`config.mk`:
```
export PLATFORM = sky130hd
export DESIGN_NAME = div_ctrl_flat
export DESIGN_NICKNAME = d
export VERILOG_FILES = /design/src/common/fdiv_pkg.sv /design/src/common/quot_if.sv /design/src/rtl/div_ctrl.sv /design/src/flat_wrapper.sv
export SDC_FILE = /design/constraint.sdc
export NUM_CORES = 1
export LEC_CHECK = 0
export BUFFER_PORTS_ARGS = -buffer_cell sky130_fd_sc_hd__buf_2
export CORE_AREA = 2 2 294 296
export DETAILED_ROUTE_END_ITERATION = 10
export DIE_AREA = 0 0 296 298
export SLEW_MARGIN = 25
export SYNTH_ARGS = -nofsm -noshare
export SYNTH_HDL_FRONTEND = slang
export SYNTH_SLANG_ARGS = --single-unit
```
`constraint.sdc`:
```
create_clock -name clk -period 7.5 [get_ports clk]
set_input_delay 0.375 -clock clk [delete_from_list [all_inputs] [get_ports clk]]
set_output_delay 0.375 -clock clk [all_outputs]
set_load 0.005 [all_outputs]
```
`src/common/fdiv_pkg.sv`:
```
`default_nettype none

package fdiv_pkg;

    // Operand and result widths.
    localparam int MANT_W    = 53;   // Significand with hidden bit.
    localparam int OP_W      = 58;   // Multiplier operand, 5 guard bits.
    localparam int PROD_W    = 116;
    localparam int Q_W       = 57;   // Quotient plus sticky.

    // Quotient bits dropped in single precision.
    localparam int SP_ZERO_W = 29;

    // Newton-Raphson iteration counts.
    localparam int ITER_DP   = 3;
    localparam int ITER_SP   = 2;

    typedef enum logic [3:0] {
        ST_IDLE,
        ST_SEED,
        ST_NR_MUL1,     // Operands x, fb.
        ST_NR_CPL,      // 2 - fb*x.
        ST_NR_MUL2,     // Operands cpl, x.
        ST_NR_UPD,
        ST_Q_MUL,
        ST_Q_EST,
        ST_Q_CHK,
        ST_RESULT
    } div_state_t;

endpackage

`default_nettype wire

```
`src/common/quot_if.sv`:
```
`default_nettype none

interface quot_if;
    import fdiv_pkg::*;

    logic [Q_W-2:0]          q_est;   // Estimate, 55 fraction bits.
    logic [MANT_W+Q_W-2:0]   q_b;     // q_est * den.
    logic [MANT_W-1:0]       num;
    logic [MANT_W-1:0]       den;
    logic                    sp;
    logic [Q_W-1:0]          q_fin;

    modport ctrl (
        output q_est, q_b, num, den, sp,
        input  q_fin
    );

    modport sel (
        input  q_est, q_b, num, den, sp,
        output q_fin
    );

endinterface

`default_nettype wire

```
`src/rtl/div_ctrl.sv`:
```
`default_nettype none

module div_ctrl (
    input  logic                        clk,
    input  logic                        rst_n,
    input  logic [fdiv_pkg::MANT_W-1:0] fa,
    input  logic [fdiv_pkg::MANT_W-1:0] fb,
    input  logic                        db,
    input  logic                        fdiv,
    input  logic [7:0]                  seed,
    input  logic [fdiv_pkg::PROD_W-1:0] mul_p,
    output logic [7:0]                  rom_addr,
    output logic [fdiv_pkg::OP_W-1:0]   mul_a,
    output logic [fdiv_pkg::OP_W-1:0]   mul_b,
    output logic [fdiv_pkg::Q_W-1:0]    fq,
    output logic                        done,
    output logic                        busy,
    quot_if.ctrl                        q
);
    import fdiv_pkg::*;

    localparam int GUARD_W = OP_W - MANT_W;
    localparam int QE_W    = Q_W - 1;

    div_state_t               state;
    logic [1:0]               iter_cnt;
    logic [MANT_W-1:0]        fa_r;
    logic [MANT_W-1:0]        fb_r;
    logic                     db_r;
    logic [OP_W-1:0]          recip;      // 1/fb, weight 2^-58.
    logic [OP_W-1:0]          cpl;        // 2 - fb*x, weight 2^-57.
    logic [QE_W-1:0]          q_raw;
    logic [QE_W-1:0]          q_mask;
    logic [QE_W-1:0]          q_est_r;
    logic [MANT_W+QE_W-1:0]   q_b_r;

    assign rom_addr = fb_r[MANT_W-2 -: 8];
    assign busy     = (state != ST_IDLE);

    // fa * x carries 115 fraction bits, keep 55.
    assign q_raw  = mul_p[PROD_W-1 -: QE_W];
    assign q_mask = db_r ? q_raw : {q_raw[QE_W-1:SP_ZERO_W], {SP_ZERO_W{1'b0}}};

    assign q.q_est = q_est_r;
    assign q.q_b   = q_b_r;
    assign q.num   = fa_r;
    assign q.den   = fb_r;
    assign q.sp    = ~db_r;

    always_ff @(posedge clk or negedge rst_n) begin
        if (!rst_n) begin
            state    <= ST_IDLE;
            iter_cnt <= '0;
            done     <= 1'b0;
            fq       <= '0;
        end else begin
            done <= 1'b0;
            case (state)
                ST_IDLE: begin
                    if (fdiv) begin
                        iter_cnt <= db ? 2'(ITER_DP) : 2'(ITER_SP);
                        state    <= ST_SEED;
                    end
                end
                ST_SEED:    state <= ST_NR_MUL1;
                ST_NR_MUL1: state <= ST_NR_CPL;
                ST_NR_CPL:  state <= ST_NR_MUL2;
                ST_NR_MUL2: state <= ST_NR_UPD;
                ST_NR_UPD: begin
                    iter_cnt <= iter_cnt - 2'd1;
                    state    <= (iter_cnt == 2'd1) ? ST_Q_MUL : ST_NR_MUL1;
                end
                ST_Q_MUL:   state <= ST_Q_EST;
                ST_Q_EST:   state <= ST_Q_CHK;
                ST_Q_CHK:   state <= ST_RESULT;
                ST_RESULT: begin
                    fq    <= q.q_fin;
                    done  <= 1'b1;
                    state <= ST_IDLE;
                end
                default:    state <= ST_IDLE;
            endcase
        end
    end

    // Operands are loaded one state ahead of the state that reads mul_p.
    always_ff @(posedge clk) begin
        case (state)
            ST_IDLE: begin
                if (fdiv) begin
                    fa_r <= fa;
                    fb_r <= fb;
                    db_r <= db;
                end
            end
            ST_SEED:    recip <= {1'b1, seed, {(OP_W-9){1'b0}}};   // 0.1sssssss.
            ST_NR_MUL1: begin
                mul_a <= recip;
                mul_b <= {fb_r, {GUARD_W{1'b0}}};
            end
            // One's complement keeps x at or below 1/fb.
            ST_NR_CPL:  cpl <= ~mul_p[PROD_W-1 -: OP_W];
            ST_NR_MUL2: begin
                mul_a <= cpl;
                mul_b <= recip;
            end
            ST_NR_UPD:  recip <= mul_p[PROD_W-2 -: OP_W];
            ST_Q_MUL: begin
                mul_a <= {fa_r, {GUARD_W{1'b0}}};
                mul_b <= recip;
            end
            ST_Q_EST: begin
                q_est_r <= q_mask;
                mul_a   <= {{(OP_W-QE_W){1'b0}}, q_mask};
                mul_b   <= {{GUARD_W{1'b0}}, fb_r};
            end
            ST_Q_CHK:   q_b_r <= mul_p[MANT_W+QE_W-1:0];   // Exact, 109 bits.
            default: ;
        endcase
    end

endmodule

`default_nettype wire

```
`src/flat_wrapper.sv`:
```
// flat-port wrapper written by rule: the top's interface ports become plain ports
module div_ctrl_flat import fdiv_pkg::*;
  (clk, rst_n, fa, fb, db, fdiv, seed, mul_p, rom_addr, mul_a, mul_b, fq, done, busy, q_q_est, q_q_b, q_num, q_den, q_sp, q_q_fin);
  quot_if q_i ();
  input  logic clk;
  input  logic rst_n;
  input  logic [fdiv_pkg::MANT_W-1:0] fa;
  input  logic [fdiv_pkg::MANT_W-1:0] fb;
  input  logic db;
  input  logic fdiv;
  input  logic [7:0] seed;
  input  logic [fdiv_pkg::PROD_W-1:0] mul_p;
  output logic [7:0] rom_addr;
  output logic [fdiv_pkg::OP_W-1:0] mul_a;
  output logic [fdiv_pkg::OP_W-1:0] mul_b;
  output logic [fdiv_pkg::Q_W-1:0] fq;
  output logic done;
  output logic busy;
  output wire logic [$bits(q_i.q_est)-1:0] q_q_est;
  output wire logic [$bits(q_i.q_b)-1:0] q_q_b;
  output wire logic [$bits(q_i.num)-1:0] q_num;
  output wire logic [$bits(q_i.den)-1:0] q_den;
  output wire logic [$bits(q_i.sp)-1:0] q_sp;
  input wire logic [$bits(q_i.q_fin)-1:0] q_q_fin;
  assign q_q_est = q_i.q_est;
  assign q_q_b = q_i.q_b;
  assign q_num = q_i.num;
  assign q_den = q_i.den;
  assign q_sp = q_i.sp;
  assign q_i.q_fin = q_q_fin;
  div_ctrl u_core (.clk(clk), .rst_n(rst_n), .fa(fa), .fb(fb), .db(db), .fdiv(fdiv), .seed(seed), .mul_p(mul_p), .rom_addr(rom_addr), .mul_a(mul_a), .mul_b(mul_b), .fq(fq), .done(done), .busy(busy), .q(q_i));
endmodule
```
==> summary.md <==
| Metric | Value |
|---|---|
| Status | finished clean |
| Share of the synthesized area in the top cell type | 68.66% |
| Synth top area cells | edfxtp_1 69%, dfrtp_1 7.3%, nor2_1 2.9% |
| # DRC | 0 |
| Worst-margin pin slew | between 1 and 1.5 ns |
| Core Region | around 0.085 sq mm |
| Cell taking the most area after synthesis | edfxtp_1 |
| Initial Util | between 20% and 30% |
| Fmax | 0.2487 GHz |
| Synthesized flop and latch total | about 570 |
| Final worst path period need | 4.021 ns |
| Post_cts resized | 0 |
| Final hold violations | 0 |
| Htree depth | 3 |
| Worst hold path type | input pin to register |
| Row cnt | around 110 |
| Final worst-path cycle share | between 50% and 60% |
| Gr usage total | a little under a fifth |
| Die width | 296 microns |
| Routability Congestion | approximately 0.8 |
| Clock latency on the worst-skew pair | a little over 0.6 ns |
| YS warnings | 0 |
| Worst setup EP type | register |
| Share of cells above drive strength 1 | 38.17% |
| Leakage | 0.01285 uW |
| Post-DP HPWL | 59490 microns |
| Post-DRT Antenna Nets | 0 |
| Startpoint types | register |
| Clk sinks | around 570 |
| Largest net degree at the start of global routing | 90 |
| Synthesized area per cell | roughly 16 sq um |
| CP max stage delay | ~0.77 ns |
| Total negative slack | 0 ns |
| CP dominant cell by count | buf_4 |
| Unrepaired setup endpoints after global routing | false |
| Pre-CTS WS | roughly 3.4 ns |
| CTS root buffer | clkbuf_16 |
| Area grow syn2layout | 45.21% |
| Routed vias/inst | 4.558 |
| Vias in the first global route | 17130 |
| Crit-path cells | buf_4, buf_4, nand2_1, nor2_4, buf_4 |
| Routed wire length per instance | 24.14 microns |
| DP Area | 0.02697 sq mm |
| Post-route cell area | about 0.032 sq mm |
| First-pass GRT wire length | 121400 microns |
| Slew headroom | 30.45% |
| Max Slew Vio Count | 0 |
| Post-Syn Area | 0.02204 sq mm |
| CTS Buf Count | 69 |
| MaxCap Viol Count | 0 |
| DR iter-0 viols | 1115 |
| Fin util | 37.71% |
| Pwr/cell area | 397.9 mW/mm^2 |
| DRT Pass-1 Iters | 7 |
| Vias | 16510 |
| Mapped Cells | 1422 |
| Total Nets Final | ~2700 |
| Crit path DAT | roughly 4.3 ns |
| TritonCTS clock tree | done |
| Setup Buffers After CTS | 0 |
| Initial antenna violation count | 5 |
| Final WL | 87440 microns |
| Sequential share of the synthesized area | 75.93% |
| Die Y-Extent | 298 microns |
| Input/output buffers | 745 |
| I/O Pins | 746 |
| Critical path type | register to register |
| Crit-path max FO | between 60 and 70 |
| Total grt overflow | 0 |
| Setup WS post-layout | 3.479 ns |
| Syn_nets | approximately 1700 |
| Setup Viol. Count Final | 0 |
| Die area | 0.08821 sq mm |
| Clk buf depth | 3 |
| Clock transition at path regs | 0.05 ns |
| Max stage delay cell, worst path | dfrtp_4 |
| Max VDD drop | 0.2443 mV |
| Worst clock skew | 0.02929 ns |
| WP data required | 7.73 ns |
| Synth cell types | 41 |
==> metrics by stage <==
stage / power (uW) / cells / hold slack [ns]
after detailed placement: 9319 / 3224 / 0.4692
after CTS: 12900 / 3619 / 0.0003371
final: 12740 / 3622 / 0.02907
after floorplan: 7301 / 1422 / 0.07941
after global placement: 9234 / 3223 / 0.4640
after global routing: 13360 / 3620 / 0.003601
==> layer usage <==
metal	track usage, %	share of wire (%)	vias to the layer above
li1	-	-	7406
met2	34.10	51	683
met5	0	0.041	-
met1	22.55	39	8259
met4	5.952	2.8	6
met3	4.610	7.2	156
==> state kept, by name, summed over array words and instances, names as in the netlist <==
| signal | flops |
|---|---|
| u_core.cpl | 58 |
| u_core.done | 1 |
| u_core.q.num | 53 |
| u_core.iter_cnt | 2 |
| u_core.db_r | 1 |
| u_core.q.den | 53 |
| u_core.state | 4 |
| u_core.mul_b | 58 |
| u_core.q.q_est | 56 |
| u_core.mul_a | 58 |
| u_core.fq | 57 |
| u_core.recip | 58 |
| u_core.q.q_b | 109 |
==> kinds of logic after synthesis <==
kind of cell,synth area share [%]
AOI/OAI and AO/OA,10.34
adders and majority gates,0.05675
buffers and inverters,3.866
DFF,75.93
muxes,3.003
and+or+nand+nor,6.806
==> path summary, 6_finish.rpt <==
check,from,endpoint,slack (ns),cells past startpoint
setup / recovery,u_core.state[0]$_DFFE_PN0P_,u_core.q.q_est[5]$_DFFE_PN_,3.48,5
hold / removal,mul_p[107],u_core.q.q_b[107]$_DFFE_PP_,0.03,1
setup reg to reg,u_core.state[0]$_DFFE_PN0P_,u_core.q.q_est[5]$_DFFE_PN_,3.48,5
hold reg to reg,u_core.fq[39]$_DFFE_PN0P_,u_core.fq[39]$_DFFE_PN0P_,0.48,1
max in group asynchronous,rst_n,u_core.state[3]$_DFFE_PN0P_,6.28,3
min in group asynchronous,rst_n,u_core.fq[55]$_DFFE_PN0P_,0.53,3
==> critical path: cells and delay by family (launching register included) <==
family        cells  cell delay (ns)
flops             1             0.77
simple gates      2             0.79
buf+inv           3             1.83
==> cells in the final DEF (no fill, tap or decap), types with 3 or more instances in the layout <==
cell,netlist,layout
clkinv_2,0,13
clkinv_4,0,3
buf_2,48,745
nand2b_1,5,3
nand2_1,23,23
dfrtp_1,64,60
nor2b_1,24,22
edfxtp_1,504,504
dfrtp_4,0,4
mux2_1,19,19
mux2_2,38,38
o21ai_1,7,7
a22o_1,5,5
clkbuf_1,42,10
buf_4,16,22
nor4bb_1,38,38
inv_1,80,80
clkbuf_16,0,71
a2bb2oi_1,68,68
clkinv_1,0,11
a21oi_1,71,68
bufinv_16,0,7
o221a_1,48,48
nor2_4,0,4
clkinv_8,0,4
o21ai_0,92,92
dlygate4sd3_1,0,268
nor2_1,170,167
a21oi_4,0,3
and4bb_2,11,11
a32oi_1,22,22
==> what timing repair did <==
item	in CTS	in global routing
endpoints found under the hold margin	316	0
setup endpoints to repair	0	0
hold buffers	268	0
==> Yosys cell counts (all sizes together) <==
library cell,count
buf,68
o21a,1
and3,1
ha,1
a311oi,1
o221a,48
edfxtp,504
o21ai,99
nand2,23
nor3,2
inv,81
nor2b,24
nor4bb,38
clkbuf,42
nor2,171
dfrtp,64
o311ai,1
a2bb2oi,68
and2,3
o2bb2ai,2
nor4,2
mux2i,2
o21bai,1
a22o,5
o22ai,1
nand3,2
a21oi,71
a32oi,22
mux2,57
or2,1
and4bb,11
nand2b,5
==> where the power goes <==
part,switching [uW],internal [uW]
sequential,683,4760
clock,1410,2010
combinational,2350,1520
==> area by class of cell <==
class / instances / area [sq um]
clock buffers: 83 / 1842
fillers: 8134 / 52870
well taps: 1144 / 1431
clock inverters: 44 / 476.7
inverters: 81 / 304.0
diodes: 2 / 5.005
multi-input cells: 663 / 4566
flip-flops and latches: 568 / 16750
repair buffers: 1037 / 6631
Power figures use the tool's default switching activity.
