**config.mk**
```make
export PLATFORM = sky130hd
export DESIGN_NAME = recip_rom
export DESIGN_NICKNAME = d
export VERILOG_FILES = /design/src/rtl/recip_rom.sv
export SDC_FILE = /design/constraint.sdc
export NUM_CORES = 1
export LEC_CHECK = 0
export BUFFER_PORTS_ARGS = -buffer_cell sky130_fd_sc_hd__buf_2
export CAP_MARGIN = 20
export CELL_PAD_IN_SITES_DETAIL_PLACEMENT = 1
export CELL_PAD_IN_SITES_GLOBAL_PLACEMENT = 2
export CORE_MARGIN = 10
export CORE_UTILIZATION = 38
export DETAILED_ROUTE_END_ITERATION = 12
export GPL_ROUTABILITY_DRIVEN = 0
export GPL_TIMING_DRIVEN = 0
export PLACE_DENSITY_LB_ADDON = 0.2
export SYNTH_ARGS = -nofsm -noshare
export SYNTH_HDL_FRONTEND = slang
export SYNTH_SLANG_ARGS = --single-unit
```
**constraint.sdc**
```tcl
create_clock -name vclk -period 5.34
set_clock_uncertainty 0.2 [all_clocks]
set_input_delay 0.534 -clock vclk [all_inputs]
set_output_delay 0.534 -clock vclk [all_outputs]
set_load 0.05 [all_outputs]
```
**src/rtl/recip_rom.sv**
```systemverilog
`default_nettype none

module recip_rom (
    input  logic [7:0] addr,
    output logic [7:0] data
);

    // Entry i is round(2^9 / (1 + (i + 0.5)/256)) with the leading one removed.
    // That value is 2^18 / (513 + 2i), always in 256..511.
    function automatic logic [255:0][7:0] build_table();
        logic [255:0][7:0] tbl;
        int                den;
        int                quo;
        for (int i = 0; i < 256; i++) begin
            den    = 513 + 2 * i;
            quo    = (2 * 262144 + den) / (2 * den);   // Round to nearest.
            tbl[i] = 8'(quo - 256);
        end
        return tbl;
    endfunction

    localparam logic [255:0][7:0] SEED_TBL = build_table();

    assign data = SEED_TBL[addr];

endmodule

`default_nettype wire

```
==> results.json, run 1 <==
{
  "status": "complete, no violations",
  "synthesis.nets": 320,
  "ys_top_cells_by_area": "ha_1 (7.0%), a21oi_1 (6.9%), o21ai_0 (6.1%)",
  "ir_drop_mv": 0.0543,
  "rsz0062_at_grt": "false",
  "start_util_pct": 38.8,
  "yosysTopAreaCellShare_pct": 7.03,
  "design.seq.count": 0,
  "num_vias": 2608,
  "grt_max_degree": 11,
  "setup_violations": 0,
  "synth_area_per_cell_um2": 6.51,
  "totalWireLength_um": 9420,
  "synthesis.area_um2": 1960,
  "postCtsSetupBuffers": 0,
  "critical_path_class": "in -> out",
  "grt.overflow.total": 0,
  "leakagePower_nw": 0.822,
  "grt_pass1_vias": 2678,
  "postSynthCellCount": 301,
  "rows": 26,
  "n_clock_buffer": 0,
  "drt_iter0_markers": 342,
  "layout.nets": 338,
  "hold_start": "addr[6]",
  "die_area_um2": 8420,
  "via_per_inst": 6.74,
  "maxCapViolCount": 0,
  "synth_seq_area_share_pct": 0,
  "slew_violations": 0,
  "yosysMostFrequentCell": "nor2_1",
  "wl_per_cell_um": 24.3,
  "end_kind": "output port",
  "dr.pass1.iters": 5,
  "finalHoldViolCount": 0,
  "track_usage_pct": 21.9,
  "antenna_found_initial": 0,
  "io_buffers": 16,
  "synth_top_cell_by_area": "ha_1",
  "tns_ns": 0,
  "worstPathMaxFanout": 10,
  "worst_pin_slew_ns": 0.674,
  "post_synth_num_cell_types": 63,
  "core-area_um2": 5040,
  "setup.worst_path.start_class": "input pin",
  "synthTopCellsByCount": "nor2_1 (31), a21oi_1 (27), o21ai_0 (24)",
  "die_h_um": 91.8,
  "min_period_over_period_pct": 78.5,
  "ant_nets": 0,
  "min_delay_path_depth": 4,
  "min_path_type": "in -> out",
  "die_x_um": 91.8,
  "synthToLayoutAreaGrowth_pct": 8.56,
  "ctsResizeCount": 0,
  "ios": 16,
  "max_freq_mhz": 238,
  "drc_errors": 0,
  "cts_hold_buf": 0,
  "synth_warnings": 0,
  "seqCellArea_um2": 0,
  "fin_crit_ns": 4.19,
  "slew_headroom_pct": 55.1,
  "min_to": "data[0]",
  "grt_pass1_wl_um": 15100,
  "power_uw": 229,
  "dp_slack_ns": 1.15,
  "final.setup.worst_slack_ns": 1.15,
  "cp.arrival_ns": 3.46,
  "dp_hpwl_um": 6740,
  "required_ns": 4.61,
  "antenna_cells": 0,
  "p_per_area_nw_per_um2": 108,
  "drive_gt1_share_pct": 15.5
}
==> final cells by class <==
class | instances | area (um^2)
Inverter | 8 | 30.0
Tap cell | 70 | 87.6
Multi-Input combinational cell | 257 | 1730
Timing Repair Buffer | 16 | 80.1
Buffer | 36 | 198
Fill cell | 705 | 2920
==> report_power, final <==
group	leakage [nW]	switching [mW]	total, mW	internal (mW)
Clock	0	0	0	0
Sequential	0	0	0	0
Combinational	0.822	0.154	0.229	0.0758
==> routing by layer <==
layer  track usage, %  part of all wire [%]  vias up  wire length (um)
met5                0                     0        -                 0
met4             6.94                   2.0        0               189
met3             1.14                   8.8       22               827
met2             35.5                    46      140              4350
met1             30.1                    43     1274              4050
li1                 -                     -     1172                 -
==> worst max path at each step <==
stage | to | slack (ns) | start
3_5_place_dp | data[1] | 1.15 | addr[1]
3_3_place_gp | data[1] | 1.14 | addr[1]
5_1_grt | data[1] | 0.97 | addr[1]
6_report | data[1] | 1.15 | addr[1]
2_1_floorplan | data[1] | 1.39 | addr[1]
4_1_cts | data[1] | 1.15 | addr[1]
==> critical path: stages <==
cell	delay [ns]
buf_2	0.18
buf_2	0.28
inv_1	0.20
ha_1	0.36
clkbuf_1	0.41
mux2i_1	0.17
a221oi_2	0.23
o21ai_0	0.13
a2111oi_0	0.57
a211oi_1	0.14
buf_2	0.25
==> cell usage in the layout, fill, tap and decap left out, drive strengths merged, types with 3 or more instances in the layout <==
master / n
nor3b: 3
nand2: 21
nor2: 31
a311o: 3
a21oi: 27
a31oi: 7
xor2: 3
nor2b: 6
o311ai: 4
inv: 6
clkbuf: 15
buf: 37
a2111oi: 3
o31ai: 3
mux2: 3
nand2b: 12
a211o: 4
a22oi: 3
nor3: 5
or2: 3
ha: 11
mux2i: 8
o21a: 3
nand3: 5
a311oi: 4
o211ai: 8
o21ai: 24
and2: 4
a211oi: 9
==> per-stage QoR <==
stage                     utilization (%)  hold WS (ns)  instances  instance area [um^2]
after detailed placement             42.2          1.40        387                  2130
after floorplan                         -          1.26        301                  1960
after global routing                 42.2          1.46        387                  2130
after CTS                            42.2          1.40        387                  2130
final                                42.2          1.42        387                  2130
after global placement               42.2          1.42        387                  2130
==> logic make-up (layout without fill, tap and decap cells) <==
logic type / after synthesis / after routing / share of synthesized area [%]
muxes: 13 / 13 / 8.11
and+or+nand+nor: 106 / 106 / 27.9
AOI/OAI and AO/OA: 123 / 123 / 43.2
buffers and inverters: 44 / 60 / 11.6
xor gates and xnor gates: 4 / 4 / 2.17
adders and majority gates: 11 / 11 / 7.03
Power figures use the tool's default switching activity.
==> run 2: changes to the inputs <==
--- a/config.mk
+++ b/config.mk
@@ -5,12 +5,13 @@
 export SDC_FILE = /design/constraint.sdc
 export NUM_CORES = 1
 export LEC_CHECK = 0
+export ABC_AREA = 1
 export BUFFER_PORTS_ARGS = -buffer_cell sky130_fd_sc_hd__buf_2
 export CAP_MARGIN = 20
 export CELL_PAD_IN_SITES_DETAIL_PLACEMENT = 1
 export CELL_PAD_IN_SITES_GLOBAL_PLACEMENT = 2
 export CORE_MARGIN = 10
-export CORE_UTILIZATION = 38
+export CORE_UTILIZATION = 28
 export DETAILED_ROUTE_END_ITERATION = 12
 export GPL_ROUTABILITY_DRIVEN = 0
 export GPL_TIMING_DRIVEN = 0
==> constraint.sdc (replaced) <==
create_clock -name vclk -period 3.6
set_clock_uncertainty 0.2 [all_clocks]
set_input_delay 0.36 -clock vclk [all_inputs]
set_output_delay 0.36 -clock vclk [all_outputs]
set_load 0.05 [all_outputs]
==> run 2 against run 1 <==
Sequential share of layout area is the same. Core utilization shrank 10 points. Final cell count grew 13%. Worst hold slack worse by 0.41 ns. Total power grew 36%. First-iteration DRC count decreased by 49%. Cell area is 10% lower. Combinational power increased by 36%. Critical endpoint is now data[0]. Largest power group unchanged.
==> results.json, run 2 <==
{
  "status": "complete, no violations",
  "met3_usage_pct": 0.349,
  "start_util_pct": 29.1,
  "cpMostUsedCell": "nor2_1",
  "setup.worst_path.start_class": "input pin",
  "core-area_um2": 5990,
  "setup_violations": 0,
  "synthesis.area_um2": 1750,
  "rsz0062_at_grt": "false",
  "rows": 28,
  "num_vias": 2253,
  "via_per_inst": 5.13,
  "synthesis.nets": 369,
  "antenna_found_initial": 0,
  "maxCapViolCount": 0,
  "p_switching_uw": 221,
  "max_freq_mhz": 341,
  "p_clk_share_pct": 0,
  "synthToLayoutAreaGrowth_pct": 9.39,
  "die_area_um2": 9790,
  "antenna_cells": 0,
  "multi_input_area_um2": 1480,
  "fin_crit_ns": 2.93,
  "drive_gt1_share_pct": 14.3,
  "n_clock_buffer": 0,
  "cts_hold_buf": 0,
  "dp_hpwl_um": 6130,
  "drc_errors": 0,
  "slew_headroom_pct": 56.1,
  "ctsResizeCount": 0,
  "hold_slack_ns": 1.01,
  "synth_warnings": 0,
  "io_buffers": 14,
  "synth_top_cell_by_area": "nand2_1",
  "tns_ns": 0,
  "synth_seq_area_share_pct": 0,
  "grt_pass1_wl_um": 13000,
  "p_per_area_nw_per_um2": 163,
  "cp_slowest_cell": "ha_1",
  "die_h_um": 99.0,
  "crit_path_max_incr_delay_ns": 0.52,
  "intPower_uw": 90.1,
  "ant_nets": 0,
  "die_x_um": 99.0,
  "grt.overflow.total": 0,
  "ys_top_cells_by_area": "nand2_1 (36%), nand3_1 (10%), ha_1 (7.9%)",
  "synth_area_per_cell_um2": 4.99,
  "worst_pin_slew_ns": 0.659,
  "yosysTopAreaCellShare_pct": 36.1,
  "pwr-share-seq_pct": 0,
  "track_usage_pct": 15.7,
  "postSynthCellCount": 350,
  "cp.arrival_ns": 2.37,
  "use_met2_pct": 26.7,
  "grt_max_degree": 11,
  "p_comb_share_pct": 100.0,
  "seqCellArea_um2": 0,
  "ios": 16,
  "grtUsageMet1_pct": 22.2,
  "min_period_over_period_pct": 81.4,
  "grt_pass1_vias": 2377,
  "busiest_layer": "met2",
  "yosysMostFrequentCell": "nand2_1",
  "end_kind": "output port",
  "slew_violations": 0,
  "finalHoldViolCount": 0,
  "nFillCells": 886,
  "wl_per_cell_um": 17.9,
  "critical_path_class": "in -> out",
  "final_cell_mix": "nand2_1 (168), nand3_1 (35), inv_1 (25), a21oi_1 (23), buf_2 (18)",
  "layout.nets": 385,
  "required_ns": 3.04,
  "path_cells": "buf_2 -> inv_1 -> ha_1 -> inv_1 -> nand2_2 -> nand2_1 -> nand2_1 -> nand3_1 -> nor3_1 -> nor2_1 -> nor2_1 -> nor2_1 -> buf_2",
  "min_path_type": "in -> out",
  "synthTopCellsByCount": "nand2_1 (168), nand3_1 (35), inv_1 (25)",
  "layout_commonest_cell": "nand2_1",
  "min_delay_path_depth": 3,
  "postCtsSetupBuffers": 0,
  "worstPathMaxFanout": 9,
  "post_synth_num_cell_types": 32,
  "totalWireLength_um": 7880,
  "dr.pass1.iters": 4,
  "drt_iter0_markers": 175,
  "design.seq.count": 0,
  "switching_share_pct": 71.0,
  "ir_drop_mv": 0.0562,
  "leakagePower_nw": 1.09
}
[run 2: changes by cell type after synthesis, moves of 8 or more]
cell / previous run / this run
nor2_1: 31 / 16
inv_1: 6 / 25
nand2_1: 21 / 168
mux2i_1: 8 / 0
a211oi_1: 9 / 0
buf_2: 13 / 4
nand2b_1: 12 / 0
nand3_1: 5 / 35
clkbuf_1: 15 / 1
o21ai_0: 24 / 14
[run 2: cells by family (layout without fill, tap and decap cells)]
family,after synthesis,after routing,synth area share [%]
compound gates,56,56,18.7
buf+inv,47,61,15.3
simple gates,236,236,58.1
fa+ha+maj,11,11,7.89
[run 2: final cells by class]
class / count / share of cell area, %
multi-input combinational: 303 / 77.5
tap: 75 / 4.91
buffer: 15 / 7.01
inverter: 32 / 6.95
timing repair buffer: 14 / 3.67
[run 2: metal layers]
layer  up-vias  part of all wire (%)
li1       1149                     -
met1      1033                    47
met2        67                    46
met3         4                   5.7
met4         0                  0.37
met5         -                     0
[run 2: critical path, delay by kind of cell]
kind	cells	cell delay [ns]
and+or+nand+nor	8	0.77
buffers and inverters	4	0.72
adders and majority gates	1	0.52
[run 2: power groups by stage]
stage / Sequential, mW / Combinational (mW) / Clock (mW)
after floorplan: 0 / 0.225 / 0
after global placement: 0 / 0.309 / 0
after detailed placement: 0 / 0.309 / 0
after CTS: 0 / 0.311 / 0
after global routing: 0 / 0.345 / 0
final: 0 / 0.311 / 0
[run 2: path summary, 6_finish.rpt]
check	from	endpoint	slack, ns
setup / recovery	addr[1]	data[0]	0.67
hold / removal	addr[7]	data[7]	1.01
[run 2: through the flow]
stage	cells	cell area (um^2)	power [mW]	util, %	worst slack (ns)
after global placement	439	1910	0.309	31.9	0.682
after CTS	439	1910	0.311	31.9	0.673
after floorplan	350	1750	0.225	-	0.645
final	439	1910	0.311	31.9	0.671
after detailed placement	439	1910	0.309	31.9	0.675
after global routing	439	1910	0.345	31.9	0.466
==> run 3: changes to the inputs <==
--- a/config.mk
+++ b/config.mk
@@ -11,7 +11,7 @@
 export CELL_PAD_IN_SITES_DETAIL_PLACEMENT = 1
 export CELL_PAD_IN_SITES_GLOBAL_PLACEMENT = 2
 export CORE_MARGIN = 10
-export CORE_UTILIZATION = 28
+export CORE_UTILIZATION = 31
 export DETAILED_ROUTE_END_ITERATION = 12
 export GPL_ROUTABILITY_DRIVEN = 0
 export GPL_TIMING_DRIVEN = 0
==> constraint.sdc (replaced) <==
create_clock -name vclk -period 2.95
set_clock_uncertainty 0.2 [all_clocks]
set_input_delay 0.295 -clock vclk [all_inputs]
set_output_delay 0.295 -clock vclk [all_outputs]
set_load 0.05 [all_outputs]
==> run 3 against run 2 <==
Non-clock buffer count is the same. Die area is 7.8% lower. Total power up 22%. Cell area about the same. Worst setup slack lost 0.41 ns. Sequential share of layout area unchanged. Final cell count decreased by 0.68%. First-iteration DRC count increased by 15%. Sequential cell count is the same. Global-route usage increased by 2.0 points. Combinational power increased by 22%.
==> results.json, run 3 (synthesis gave the netlist of run 2 again) <==
{
  "status": "complete, no violations",
  "finalHoldViolCount": 0,
  "placed_cell_area_um2": 1910,
  "drive_gt1_share_pct": 14.6,
  "max_freq_mhz": 371,
  "worst_pin_slew_ns": 0.665,
  "tns_ns": 0,
  "rsz0062_at_grt": "false",
  "die_h_um": 95.0,
  "final_area_um2": 1910,
  "io_buffers": 14,
  "min_path_type": "in -> out",
  "design.seq.count": 0,
  "num_vias": 2291,
  "via_per_inst": 5.25,
  "die_x_um": 95.0,
  "grt_max_degree": 11,
  "seqCellArea_um2": 0,
  "end_kind": "output port",
  "grt_pass1_vias": 2389,
  "wl_per_cell_um": 17.8,
  "drt_iter0_markers": 201,
  "dr.pass1.iters": 4,
  "antenna_found_initial": 0,
  "final.setup.worst_slack_ns": 0.257,
  "synthToLayoutAreaGrowth_pct": 9.32,
  "start_util_pct": 31.9,
  "final_cell_mix": "nand2_1 (168), nand3_1 (35), inv_1 (25), a21oi_1 (23), buf_2 (18)",
  "min_delay_path_depth": 3,
  "dp_slack_ns": 0.205,
  "track_usage_pct": 17.7,
  "ant_nets": 0,
  "min_period_over_period_pct": 91.3,
  "die_area_um2": 9030,
  "antenna_cells": 0,
  "fin_crit_ns": 2.69,
  "ios": 16,
  "drc_errors": 0,
  "ir_drop_mv": 0.0775,
  "setup.worst_path.start_class": "input pin",
  "grt.overflow.total": 0,
  "leakagePower_nw": 1.08,
  "setup_violations": 0,
  "cp.arrival_ns": 2.20,
  "grt_pass1_wl_um": 12800,
  "slew_headroom_pct": 55.7,
  "dp_hpwl_um": 5990,
  "rows": 27,
  "hold_slack_ns": 0.869,
  "slew_violations": 0,
  "maxCapViolCount": 0,
  "totalWireLength_um": 7760,
  "layout_commonest_cell": "nand2_1",
  "p_per_area_nw_per_um2": 199,
  "n_clock_buffer": 0,
  "critical_path_class": "in -> out",
  "layout.nets": 385,
  "required_ns": 2.46,
  "core-area_um2": 5470,
  "worstPathMaxFanout": 9
}
## run 3: cell counts in the layout (fill, tap and decap cells not counted)
No cell type changed its count.
## run 3: path summary, 6_finish.rpt
check / startpoint / to / slack [ns]
worst min-delay path: addr[7] / data[7] / 0.87
worst max-delay path: addr[1] / data[1] / 0.26
## run 3: critical path, cell delays in order
cell	delay, ns
buf_2	0.20
inv_1	0.20
ha_2	0.47
inv_1	0.09
nand2_2	0.15
nand2_1	0.07
nand2_1	0.08
nand2_1	0.05
a21oi_1	0.12
nand2_1	0.06
nand2_1	0.05
nand2_1	0.04
nand2_1	0.05
nand2_1	0.06
buf_2	0.21
## run 3: per-stage QoR
stage	util, %	total power [mW]	instances
after floorplan	-	0.275	350
after global placement	34.8	0.376	436
after detailed placement	34.8	0.376	436
after CTS	34.8	0.377	436
after global routing	34.9	0.422	436
final	34.9	0.379	436
## run 3: report_power, final
group	switching, mW	total (mW)	internal, mW	leakage, nW
sequential	0	0	0	0
clock	0	0	0	0
combinational	0.269	0.379	0.111	1.08
## run 3: timing repair
| item | 4_1_cts | 5_1_grt |
|---|---|---|
| setup buffers | 0 | 0 |
| gates resized for setup | 0 | 1 |
| setup endpoints to repair | 0 | 1 |
| hold buffers | 0 | 0 |
## run 3: routing by layer
metal | GRT usage, % | share of wire (%) | vias up
li1 | - | - | 1152
met3 | 0.786 | 2.7 | 7
met5 | 0 | 0 | -
met2 | 30.7 | 47 | 44
met4 | 2.49 | 0.79 | 0
met1 | 24.1 | 49 | 1088
## run 3: cell type report
class / count / area [um^2]
Fill cell: 825 / 3560
Timing Repair Buffer: 14 / 70.1
Multi-Input combinational cell: 303 / 1480
Inverter: 32 / 133
Tap cell: 72 / 90.1
Buffer: 15 / 134
